==> src/logic/frame_rd_defines.svh <==
/* Build-time sizes for the frame buffer read side.
   Included by both packages and by every module that sizes a port or a FIFO. */
`ifndef FRAME_RD_DEFINES_SVH
`define FRAME_RD_DEFINES_SVH

// --------------------
// Memory port
// --------------------
`define FR_DATA_WIDTH   32  // MCB user port data width
`define FR_BURST_LEN    16  // Words per read command

// --------------------
// Frame layout
// --------------------
`define FR_PTR_WIDTH    2   // Up to 4 frames
`define FR_FRAME_SHIFT  23  // Frame base = ptr << 23, 8 MB per frame

// --------------------
// Back buffer
// --------------------
`define FR_FIFO_DEPTH   64  // Power of two
`define FR_FIFO_PF      48  // Prog full, stops popping the port
`define FR_FIFO_PE      4   // Prog empty, hint to the consumer

`endif
==> src/logic/frame_pkg.sv <==
/* Types of the frame side: pointer, back buffer word and sequencer states.
   Imported by the sequencer, the mover, the back buffer and the top level. */
`include "frame_rd_defines.svh"

package frame_pkg;

	typedef logic [`FR_PTR_WIDTH-1:0] frame_ptr_t;   // Frame index

	// One back buffer entry, 33 bits with the default width
	typedef struct packed {
		logic                      eof;   // Last word of the frame
		logic [`FR_DATA_WIDTH-1:0] data;  // Pixel data from DDR3
	} buf_word_t;

	typedef enum logic [2:0] {
		IDLE,    // Waiting for calibration and start
		REQ,     // Arbiter request held
		RUN,     // Frame in flight
		DRAIN,   // Last word landing, done pulsed
		DONE     // Grant released, back to IDLE
	} rd_state_e;

endpackage

==> src/logic/mem_port_pkg.sv <==
/* Types of the MCB user port as seen from the read side.
   Imported by the command generator, the data mover and the top level. */
`include "frame_rd_defines.svh"

package mem_port_pkg;

	localparam int ADDR_W     = 30;                                      // MCB byte address
	localparam int WOFF_W     = `FR_FRAME_SHIFT - 2;                     // Word offset in frame
	localparam int ADDR_PAD_W = ADDR_W - `FR_FRAME_SHIFT - `FR_PTR_WIDTH; // Unused top bits

	typedef enum logic [2:0] {
		CMD_WRITE = 3'd0,          // Plain write
		CMD_READ  = 3'd1           // Plain read, the only one issued here
	} cmd_instr_e;

	// Field view, as the command generator builds it
	typedef struct packed {
		logic [ADDR_PAD_W-1:0]    zero;     // Always zero
		logic [`FR_PTR_WIDTH-1:0] frame;    // Frame index
		logic [WOFF_W-1:0]        word_off; // Word offset in the frame
		logic [1:0]               lane;     // Byte lane, zero for word access
	} cmd_addr_f_t;

	typedef union packed {
		logic [ADDR_W-1:0] byte_addr;       // Flat view taken by the port
		cmd_addr_f_t       f;
	} cmd_addr_u;

	typedef struct packed {
		cmd_instr_e instr;
		logic [5:0] bl;                     // Burst length minus one
		cmd_addr_u  addr;
	} port_cmd_t;

	typedef struct packed {
		logic empty;                        // Read FIFO empty
		logic full;                         // Read FIFO full
		logic overflow;                     // Data lost in the port
		logic error;                        // Port pointer error
	} port_rd_t;

endpackage

==> src/logic/frame_rd_top.sv <==
/* Frame buffer read side: sequencer, counter, command generator, data mover
   and back buffer, wired to the arbiter, one MCB read port and the consumer. */
`timescale 1ns/1ps
`include "frame_rd_defines.svh"

module frame_rd_top import mem_port_pkg::*, frame_pkg::*; (
	input  logic                      clk,
	input  logic                      i_rst,
	// Control and arbiter
	input  logic                      i_start_frame,
	input  frame_ptr_t                i_frame_depth,
	input  frame_ptr_t                i_wr_frame_ptr,
	input  logic [15:0]               i_frame_words,
	input  logic                      i_calib_done,
	input  logic                      i_rd_ack,
	output logic                      o_rd_req,
	output logic                      o_reading,
	output frame_ptr_t                o_rd_frame_ptr,
	output logic                      o_frame_done,
	// MCB read port
	input  logic                      i_cmd_full,
	output logic                      o_cmd_en,
	output port_cmd_t                 o_cmd,
	input  port_rd_t                  i_port_rd,
	input  logic [`FR_DATA_WIDTH-1:0] i_port_data,
	output logic                      o_port_rd_en,
	// Consumer
	input  logic                      i_buf_rd_en,
	output buf_word_t                 o_buf_dout,
	output logic                      o_buf_empty,
	output logic                      o_buf_pe
);

	logic        frame_go;      // Launch strobe
	logic        words_done;    // Counter done pulse
	logic        cmd_issued;
	logic        word_moved;
	logic        bursts_left;
	logic        last_word;
	logic [15:0] burst_idx;     // Next burst word offset
	logic        buf_wr_en;
	buf_word_t   buf_din;
	logic        buf_pf;

	rd_frame_fsm u_fsm (
		.i_rst          (i_rst),
		.clk            (clk),
		.i_start_frame  (i_start_frame),
		.i_frame_depth  (i_frame_depth),
		.i_wr_frame_ptr (i_wr_frame_ptr),
		.i_rd_ack       (i_rd_ack),
		.i_calib_done   (i_calib_done),
		.i_words_done   (words_done),
		.o_rd_req       (o_rd_req),
		.o_reading      (o_reading),
		.o_rd_frame_ptr (o_rd_frame_ptr),
		.o_frame_go     (frame_go),
		.o_frame_done   (o_frame_done)
	);

	rd_burst_counter u_cnt (
		.i_rst         (i_rst),
		.clk           (clk),
		.i_frame_go    (frame_go),
		.i_frame_words (i_frame_words),
		.i_cmd_issued  (cmd_issued),
		.i_word_moved  (word_moved),
		.o_burst_idx   (burst_idx),
		.o_bursts_left (bursts_left),
		.o_last_word   (last_word),
		.o_words_done  (words_done)
	);

	rd_cmd_gen u_cmd (
		.i_rst          (i_rst),
		.clk            (clk),
		.i_frame_go     (frame_go),
		.i_rd_frame_ptr (o_rd_frame_ptr),
		.i_burst_idx    (burst_idx),
		.i_bursts_left  (bursts_left),
		.i_cmd_full     (i_cmd_full),
		.o_cmd_en       (o_cmd_en),
		.o_cmd          (o_cmd),
		.o_cmd_issued   (cmd_issued)
	);

	rd_data_mover u_mover (
		.i_rst        (i_rst),
		.clk          (clk),
		.i_port_rd    (i_port_rd),
		.i_port_data  (i_port_data),
		.i_buf_pf     (buf_pf),
		.i_last_word  (last_word),
		.o_port_rd_en (o_port_rd_en),
		.o_buf_wr_en  (buf_wr_en),
		.o_buf_din    (buf_din),
		.o_word_moved (word_moved)
	);

	back_fifo u_back_buf (
		.i_rst   (i_rst),
		.clk     (clk),
		.i_wr_en (buf_wr_en),
		.i_din   (buf_din),
		.i_rd_en (i_buf_rd_en),
		.o_dout  (o_buf_dout),
		.o_empty (o_buf_empty),
		.o_pe    (o_buf_pe),
		.o_pf    (buf_pf)
	);

endmodule

==> src/logic/back_fifo.sv <==
/* Synchronous back buffer between the DDR3 read side and the image consumer.
   First-word-fall-through output, fill count drives the threshold flags. */
`timescale 1ns/1ps
`include "frame_rd_defines.svh"

module back_fifo import frame_pkg::*; (
	input  logic      i_rst,
	input  logic      clk,
	input  logic      i_wr_en,
	input  buf_word_t i_din,
	input  logic      i_rd_en,    // Pop, only while not empty
	output buf_word_t o_dout,     // Head word, valid when not empty
	output logic      o_empty,
	output logic      o_pe,       // At or below prog empty
	output logic      o_pf        // At or above prog full
);

	localparam int AW = $clog2(`FR_FIFO_DEPTH);

	buf_word_t     mem [`FR_FIFO_DEPTH];
	logic [AW-1:0] wr_ptr;
	logic [AW-1:0] rd_ptr;
	logic [AW:0]   count;      // Fill level, 0..DEPTH
	logic          full;
	logic          do_wr;
	logic          do_rd;

	assign full  = (count == (AW+1)'(`FR_FIFO_DEPTH));
	assign do_wr = i_wr_en & ~full;
	assign do_rd = i_rd_en & ~o_empty;

	always_ff @(posedge clk) begin
		if (do_wr)
			mem[wr_ptr] <= i_din;
	end

	always_ff @(posedge clk) begin
		if (i_rst) begin
			wr_ptr <= '0;
			rd_ptr <= '0;
			count  <= '0;
		end else begin
			if (do_wr)
				wr_ptr <= wr_ptr + 1'b1;   // Wraps at depth
			if (do_rd)
				rd_ptr <= rd_ptr + 1'b1;
			case ({do_wr, do_rd})
				2'b10:   count <= count + 1'b1;
				2'b01:   count <= count - 1'b1;
				default: count <= count;  // Both or none
			endcase
		end
	end

	assign o_dout  = mem[rd_ptr];
	assign o_empty = (count == '0);
	assign o_pe    = (count <= (AW+1)'(`FR_FIFO_PE));
	assign o_pf    = (count >= (AW+1)'(`FR_FIFO_PF));

	// Prog full margin must cover the mover's pipeline
	assert property (@(posedge clk) disable iff (i_rst) i_wr_en |-> !full);
	// Consumer pops on not-empty only
	assert property (@(posedge clk) disable iff (i_rst) i_rd_en |-> !o_empty);

endmodule

==> src/logic/rd_data_mover.sv <==
/* Moves words from the port read FIFO into the back buffer. Pops whenever
   data is there and the buffer is below prog full, tags the frame's last word. */
`timescale 1ns/1ps
`include "frame_rd_defines.svh"

module rd_data_mover import mem_port_pkg::*, frame_pkg::*; (
	input  logic                      i_rst,
	input  logic                      clk,
	input  port_rd_t                  i_port_rd,     // Port read FIFO status
	input  logic [`FR_DATA_WIDTH-1:0] i_port_data,   // FWFT data
	input  logic                      i_buf_pf,      // Back buffer prog full
	input  logic                      i_last_word,   // From the counter
	output logic                      o_port_rd_en,
	output logic                      o_buf_wr_en,
	output buf_word_t                 o_buf_din,
	output logic                      o_word_moved   // Strobe to the counter
);

	// Pop and count in the same cycle so the tag tracks back-to-back pops
	assign o_port_rd_en = ~i_port_rd.empty & ~i_buf_pf;
	assign o_word_moved = o_port_rd_en;

	always_ff @(posedge clk) begin
		if (i_rst)
			o_buf_wr_en <= 1'b0;
		else
			o_buf_wr_en <= o_port_rd_en;   // One clock after the pop
	end

	always_ff @(posedge clk) begin
		if (o_port_rd_en) begin
			o_buf_din.eof  <= i_last_word;
			o_buf_din.data <= i_port_data;
		end
	end

	// --------------------
	// Port health
	// --------------------
	assert property (@(posedge clk) disable iff (i_rst) !i_port_rd.overflow);
	assert property (@(posedge clk) disable iff (i_rst) !i_port_rd.error);

endmodule

==> src/logic/rd_cmd_gen.sv <==
/* Burst read command issue to the MCB read port. Builds the byte address from
   the frame and the burst offset and holds a command until the port has room. */
`timescale 1ns/1ps
`include "frame_rd_defines.svh"

module rd_cmd_gen import mem_port_pkg::*, frame_pkg::*; (
	input  logic        i_rst,
	input  logic        clk,
	input  logic        i_frame_go,      // Latch the frame
	input  frame_ptr_t  i_rd_frame_ptr,
	input  logic [15:0] i_burst_idx,     // Word offset of this burst
	input  logic        i_bursts_left,
	input  logic        i_cmd_full,      // Port command FIFO full
	output logic        o_cmd_en,
	output port_cmd_t   o_cmd,
	output logic        o_cmd_issued     // Strobe to the counter
);

	localparam int ALIGN_W = $clog2(`FR_BURST_LEN) + 2;   // Byte bits inside a burst

	frame_ptr_t ptr_q;      // Frame of the running read
	logic       cmd_pend;   // Command built, waiting for room
	logic       load;
	cmd_addr_u  addr_n;

	always_comb begin
		addr_n.f.zero     = '0;
		addr_n.f.frame    = ptr_q;
		addr_n.f.word_off = WOFF_W'(i_burst_idx);
		addr_n.f.lane     = 2'b00;
	end

	// New command only once the counter has seen the last one
	assign load     = !cmd_pend && !o_cmd_issued && !i_frame_go && i_bursts_left;
	assign o_cmd_en = cmd_pend & ~i_cmd_full;

	always_ff @(posedge clk) begin
		if (i_rst) begin
			cmd_pend     <= 1'b0;
			o_cmd_issued <= 1'b0;
		end else begin
			o_cmd_issued <= o_cmd_en;
			if (o_cmd_en)
				cmd_pend <= 1'b0;
			else if (load)
				cmd_pend <= 1'b1;
		end
	end

	always_ff @(posedge clk) begin
		if (i_frame_go)
			ptr_q <= i_rd_frame_ptr;
		if (load) begin
			o_cmd.instr <= CMD_READ;
			o_cmd.bl    <= 6'(`FR_BURST_LEN - 1);
			o_cmd.addr  <= addr_n;
		end
	end

	// Port sees whole bursts only
	assert property (@(posedge clk) disable iff (i_rst)
		o_cmd_en |-> o_cmd.addr.byte_addr[ALIGN_W-1:0] == '0);

endmodule

==> src/logic/rd_burst_counter.sv <==
/* Burst and word bookkeeping for one frame. Loaded at frame launch, counts
   commands out and words moved, reports the next burst offset and the last word. */
`timescale 1ns/1ps
`include "frame_rd_defines.svh"

module rd_burst_counter (
	input  logic        i_rst,
	input  logic        clk,
	input  logic        i_frame_go,      // Load strobe
	input  logic [15:0] i_frame_words,   // Words per frame, multiple of burst
	input  logic        i_cmd_issued,    // One command accepted
	input  logic        i_word_moved,    // One word popped from the port
	output logic [15:0] o_burst_idx,     // Word offset of next burst
	output logic        o_bursts_left,
	output logic        o_last_word,     // Next word moved ends the frame
	output logic        o_words_done     // Pulse after the last word
);

	localparam int BL_SHIFT = $clog2(`FR_BURST_LEN);

	logic [15-BL_SHIFT:0] burst_cnt;   // Commands still to issue
	logic [15:0]          word_cnt;    // Words still to move

	always_ff @(posedge clk) begin
		if (i_rst) begin
			burst_cnt    <= '0;
			word_cnt     <= '0;
			o_burst_idx  <= '0;
			o_words_done <= 1'b0;
		end else begin
			o_words_done <= i_word_moved && (word_cnt == 16'd1);
			if (i_frame_go) begin
				burst_cnt   <= i_frame_words[15:BL_SHIFT];
				word_cnt    <= i_frame_words;
				o_burst_idx <= '0;
			end else begin
				if (i_cmd_issued) begin
					burst_cnt   <= burst_cnt - 1'b1;
					o_burst_idx <= o_burst_idx + 16'(`FR_BURST_LEN);   // Next block
				end
				if (i_word_moved)
					word_cnt <= word_cnt - 1'b1;
			end
		end
	end

	assign o_bursts_left = (burst_cnt != '0);
	assign o_last_word   = (word_cnt == 16'd1);

	// Port returns no more data than was asked for
	assert property (@(posedge clk) disable iff (i_rst) i_word_moved |-> word_cnt != '0);

endmodule

==> src/logic/rd_frame_fsm.sv <==
/* Frame read sequencer. On a start strobe it picks the frame behind the writer,
   holds the arbiter request until granted, launches the frame and waits for the
   word counter before pulsing frame done. */
`timescale 1ns/1ps

module rd_frame_fsm import frame_pkg::*; (
	input  logic       i_rst,
	input  logic       clk,
	input  logic       i_start_frame,   // Strobe, taken in IDLE only
	input  frame_ptr_t i_frame_depth,   // Highest frame index
	input  frame_ptr_t i_wr_frame_ptr,  // Frame the writer is on
	input  logic       i_rd_ack,        // Arbiter grant, level
	input  logic       i_calib_done,    // DDR3 calibration done
	input  logic       i_words_done,    // All words of the frame moved
	output logic       o_rd_req,        // Arbiter request, level
	output logic       o_reading,       // High in RUN and DRAIN
	output frame_ptr_t o_rd_frame_ptr,  // Frame being read
	output logic       o_frame_go,      // Launch strobe to counter and cmd gen
	output logic       o_frame_done     // One pulse per frame
);

	rd_state_e  state;
	frame_ptr_t rd_ptr_n;   // Writer minus one, wrapped

	assign rd_ptr_n = (i_wr_frame_ptr == '0) ? i_frame_depth : i_wr_frame_ptr - 1'b1;

	always_ff @(posedge clk) begin
		if (i_rst) begin
			state          <= IDLE;
			o_rd_req       <= 1'b0;
			o_reading      <= 1'b0;
			o_rd_frame_ptr <= '0;
			o_frame_go     <= 1'b0;
			o_frame_done   <= 1'b0;
		end else begin
			o_frame_go   <= 1'b0;   // Strobes default low
			o_frame_done <= 1'b0;
			case (state)
				IDLE: begin
					if (i_start_frame && i_calib_done) begin
						o_rd_frame_ptr <= rd_ptr_n;   // Latched on leaving IDLE
						o_rd_req       <= 1'b1;
						state          <= REQ;
					end
				end
				REQ: begin
					if (i_rd_ack) begin
						o_rd_req   <= 1'b0;    // Grant seen, drop request
						o_reading  <= 1'b1;
						o_frame_go <= 1'b1;
						state      <= RUN;
					end
				end
				RUN: begin
					if (i_words_done) begin
						o_frame_done <= 1'b1;
						state        <= DRAIN;
					end
				end
				DRAIN: begin
					o_reading <= 1'b0;      // Release the memory
					state     <= DONE;
				end
				DONE: state <= IDLE;
				default: state <= IDLE;
			endcase
		end
	end

	// --------------------
	// Checks
	// --------------------
	// Request may only open a REQ window
	assert property (@(posedge clk) disable iff (i_rst) $rose(o_rd_req) |-> state == REQ);

endmodule

==> config.mk <==
export PLATFORM = sky130hd
export DESIGN_NAME = frame_rd_top
export DESIGN_NICKNAME = d
export VERILOG_FILES = /design/src/logic/frame_pkg.sv /design/src/logic/mem_port_pkg.sv /design/src/logic/frame_rd_top.sv /design/src/logic/back_fifo.sv /design/src/logic/rd_data_mover.sv /design/src/logic/rd_cmd_gen.sv /design/src/logic/rd_burst_counter.sv /design/src/logic/rd_frame_fsm.sv
export VERILOG_INCLUDE_DIRS = /design/src /design/src/logic
export SDC_FILE = /design/constraint.sdc
export NUM_CORES = 2
export LEC_CHECK = 0
export BUFFER_PORTS_ARGS = -buffer_cell sky130_fd_sc_hd__buf_2
export CORE_MARGIN = 2
export CORE_UTILIZATION = 60
export CTS_CLUSTER_SIZE = 16
export DETAILED_ROUTE_END_ITERATION = 8
export GPL_ROUTABILITY_DRIVEN = 0
export PLACE_DENSITY = 0.77
export SYNTH_ARGS = -nofsm -noshare
export SYNTH_HDL_FRONTEND = slang
export SYNTH_SLANG_ARGS = --single-unit
==> constraint.sdc <==
create_clock -name clk -period 4.61 [get_ports clk]
set_input_delay 1.1525 -clock clk [delete_from_list [all_inputs] [get_ports clk]]
set_output_delay 1.1525 -clock clk [all_outputs]
set_load 0.1 [all_outputs]
==> impl_table.tex <==
\begin{tabular}{lr}
\hline
Metric & Value \\
\hline
\multicolumn{2}{l}{\textbf{Critical path}} \\
Capturing point of the worst reg2reg path & u\_back\_buf.count[4] \\
Worst-path cell chain & buf\_6, nand3b\_1, buf\_6, buf\_4, o22ai\_2, nor4\_1, buf\_4, o22a\_1, buf\_12 \\
Top fanout value on the critical path & 19 \\
Worst reg-to-reg setup slack & between 0.8 and 0.9 ns \\
CP top delay family & buffers and inverters \\
Worst-path cell with the longest stage delay & nor4\_1 \\
Category of the most critical setup path & flop to output pin \\
Startpoint types & flop \\
Required time worst endpoint & 3.46 ns \\
Worst Reg2Reg Path Length in Cells & 10 \\
Element type at the critical path end & output pin \\
Number of buffers and inverters on the critical path & 5 \\
Start of the worst register-to-register path & u\_back\_buf.count[2] \\
Arrival time of the worst setup path & 3.51 ns \\
Largest stage delay, worst path & 0.46 ns \\
\multicolumn{2}{l}{\textbf{Timing}} \\
F\_max & 215 MHz \\
Number of endpoints failing setup at the final stage & 4 \\
Count of final max-slew check failures & 0 \\
Setup repair after global routing missed its margin & yes \\
Final Hold Vio Count & 0 \\
Minimum setup slack in the final design & -0.0506 ns \\
Setup clock skew after layout & around 0.032 ns \\
Headroom to the max-slew limit & 0.155 \\
Pin slew with the least headroom to its limit & 1.27 ns \\
Final critical-path required period & 4.66 ns \\
Final Cycle Share & 1.01 \\
\multicolumn{2}{l}{\textbf{Floorplanning}} \\
IO Pins & 144 \\
Overall die width & 382 µm \\
Std-Cell Rows & 138 \\
Core box area & 142000 µm² \\
Overall die area & between 100000 and 150000 µm² \\
Initial cell density of the core & 0.605 \\
Die Y & 382 µm \\
\multicolumn{2}{l}{\textbf{Power}} \\
Sw Share & 0.265 \\
Power share of the combinational group & 0.176 \\
Leakage power & a little over 30 nW \\
Sequential cell fraction of total power & 0.476 \\
Switching power total & 13.0 mW \\
Part of the power in the clock network & 0.348 \\
Pwr per Cell Area & roughly 500 nW/µm² \\
Cell internal power dissipation & 35.9 mW \\
VDD IR-drop max & 712 µV \\
PnR Total Power & 48.8 mW \\
\multicolumn{2}{l}{\textbf{Layout}} \\
Ratio of cells with drive above 1 in the final layout & 0.300 \\
Footprint of the multi-input gates & 18700 µm² \\
Fin cells & 6436 \\
Post-layout net count & between 4000 and 5000 \\
Number of antenna diodes & 0 \\
Commonest non-fill, non-tap cell in the layout & edfxtp\_1 \\
Most used cells in the layout excluding fill and tap cells & 2161 x edfxtp\_1, 499 x mux4\_2, 224 x buf\_4, 211 x clkbuf\_16, 125 x o22ai\_1 \\
Number of inserted filler cells in the final layout & 8156 \\
Growth of design area from synthesis to finish & 14.4\% \\
Seq. cell area & 66500 µm² \\
\multicolumn{2}{l}{\textbf{Synthesis}} \\
Share of flip-flops with an asynchronous set or reset after synthesis & 0 \\
Number of flops mapped to enable cells by yosys & 2161 \\
Number of register bits inferred by synthesis & between 2000 and 2500 \\
Portion of the post-synthesis area used by sequential elements & 0.776 \\
Number of unique standard cell types used by synthesis & 66 \\
Synthesis Warnings & 0 \\
Combined area of all synthesized cells & 85600 µm² \\
Number of instances in the synthesized netlist & 3984 \\
Mapped Avg Cell Area & 21.5 µm² \\
Main flop type after synthesis & edfxtp\_1 \\
\multicolumn{2}{l}{\textbf{CTS}} \\
Clock-pin slew on the worst setup and hold paths & 0.06 ns \\
Clock tree from TritonCTS & done \\
Clock root buffer & clkbuf\_16 \\
Clock net sink count & $\sim$2200 \\
Clk buf depth & 3 \\
Number of levels in the clock H-tree & 4 \\
Worst-Skew Late Latency & 0.84 ns \\
Number of buffers created by CTS & approximately 210 \\
\multicolumn{2}{l}{\textbf{Global routing}} \\
Number of global-route vias before repair & 45000 \\
First-pass GRT wire length & 312 mm \\
Number of antenna violations at the first check in global routing & 4 \\
Met2 Track Usage GR & 0.473 \\
Most utilized layer in the global route result & met2 \\
Largest net degree at the start of global routing & 94 \\
Overflow after GRT & 0 \\
Global routing met3 resource utilization & 0.0697 \\
Total track usage & 0.300 \\
Global-route track usage on met1 & 0.402 \\
\multicolumn{2}{l}{\textbf{Placed design}} \\
Total placed cells including tap cells & 5997 \\
Hpwl dp & 112 mm \\
Count of input and output buffers & between 100 and 150 \\
\multicolumn{2}{l}{\textbf{Outcome}} \\
Failing checks & negative setup slack \\
Run status & finished with violations \\
\multicolumn{2}{l}{\textbf{Hold path}} \\
Hold crit path type & flop to flop \\
Worst hold stages & 0 \\
Hold path startpoint & u\_cmd.ptr\_q[0] \\
Hold EP & u\_cmd.o\_cmd[23] \\
\multicolumn{2}{l}{\textbf{Route}} \\
Via count & about 44000 \\
Drt drc & 0 \\
Wire length reported by the detailed router & 218 mm \\
Per-cell via count in the routed design & around 6.9 \\
Final routed wire length divided by cell count & 33.9 µm \\
First-pass iteration count of the detailed router & 6 \\
Starting DRT DRC Count & 6803 \\
Post-route ant nets & 0 \\
\multicolumn{2}{l}{\textbf{Job}} \\
Max Cap Violations & 0 \\
\hline
\end{tabular}
[power by group through the flow]
stage                     clock, mW  combinational (mW)  sequential [mW]
after detailed placement          0                8.00             23.7
after global placement            0                7.86             23.7
after CTS                      17.1                8.45             23.2
after floorplan                   0                5.13             24.3
final                          17.0                8.60             23.2
after global routing           17.8                8.98             23.3
[routing by layer]
metal  share of wire  routed length [µm]
met2            0.49              106000
met1            0.35               77100
met4           0.050               10900
met3            0.11               24000
met5         0.00019                  41
[flip-flops by register name, summed over array words and instances, names as in the netlist, 2 cells and up, named ones only]
name	count
u_back_buf.mem	2112
u_mover.o_buf_din	33
u_cnt.word_cnt	16
u_cmd.o_cmd	14
u_cnt.burst_cnt	12
u_cnt.o_burst_idx	12
u_back_buf.count	7
u_back_buf.rd_ptr	6
u_back_buf.wr_ptr	6
u_fsm.state	3
u_cmd.ptr_q	2
u_fsm.o_rd_frame_ptr	2
[worst register-to-register path: cells and delay by family, from the launching register on]
family,cells,cell delay (ns)
compound gates,5,1.44
simple gates,2,0.81
flops,1,0.44
fa+ha+maj,2,0.69
xor+xnor,1,0.21
[worst max-delay path by stage]
| stage | start | end | slack, ns | cells past startpoint |
|---|---|---|---|---|
| detailed placement | flop | o_buf_dout[3] | 0.47 | 9 |
| global placement | flop | o_buf_dout[3] | 0.50 | 9 |
| finish | flop | o_buf_dout[1] | -0.05 | 9 |
| floorplan | flop | o_buf_dout[24] | 0.23 | 10 |
| global route | flop | o_buf_dout[15] | -0.04 | 8 |
| CTS | flop | o_buf_dout[3] | -0.03 | 9 |
[kinds of logic after synthesis]
family                     share of synthesized area
adders and majority gates                    0.00132
AOI/OAI and AO/OA                             0.0301
muxes                                          0.148
DFF                                            0.776
and+or+nand+nor                               0.0230
other                                      0.0000877
xor gates and xnor gates                     0.00460
buffers and inverters                         0.0167
[metrics by stage]
step / hold WS [ns] / utilization / setup TNS (ns) / cell area, µm² / worst slack (ns)
after floorplan: 0.400 / - / 0 / 85800 / 0.233
final: 0.431 / 0.692 / -0.117 / 98000 / -0.0506
after global placement: 0.404 / 0.638 / 0 / 90300 / 0.496
after global routing: 0.450 / 0.692 / -0.132 / 98000 / -0.0377
after detailed placement: 0.425 / 0.638 / 0 / 90300 / 0.471
after CTS: 0.440 / 0.690 / -0.0329 / 97700 / -0.0321
[cell type report]
cell class                      instances  share of cell area
Inverter                               21            0.000804
Clock buffer                          272              0.0570
Timing Repair Buffer                  387              0.0378
Multi-Input combinational cell       1501               0.190
Clock inverter                        126              0.0115
Sequential cell                      2239               0.678
Tap cell                             1890              0.0241
[repair_timing]
| item | in CTS | in global routing |
|---|---|---|
| setup buffers | 17 | 18 |
| endpoints found under the hold margin | 0 | 0 |
| hold buffers | 0 | 0 |
| pin swaps | 3 | 5 |
| cloned | 6 | 0 |
| gates resized for setup | 56 | 39 |
| endpoints found under the setup margin | 33 | 26 |
[cells in the mapped netlist (all sizes together), types with 13 or more instances]
| library cell | number | share of area |
|---|---|---|
| edfxtp | 2161 | 0.76 |
| mux4 | 499 | 0.13 |
| buf | 166 | 0.012 |
| nor2 | 152 | 0.0067 |
| o22ai | 133 | 0.0097 |
| mux2i | 109 | 0.013 |
| clkbuf | 80 | 0.0035 |
| dfxtp | 78 | 0.018 |
| a21oi | 63 | 0.0037 |
| nand2 | 61 | 0.0027 |
| o21ai | 44 | 0.0026 |
| nor3 | 35 | 0.0021 |
| nor4 | 35 | 0.0026 |
| mux2 | 32 | 0.0042 |
| xor2 | 28 | 0.0029 |
| o221ai | 23 | 0.0024 |
| inv | 21 | 0.00092 |
| nand2b | 18 | 0.0013 |
| o22a | 17 | 0.0017 |
| xnor2 | 17 | 0.0017 |
| a21boi | 16 | 0.0014 |
| nor2b | 15 | 0.0011 |
| nand3b | 13 | 0.0011 |
(Power assumes the default switching activity.)
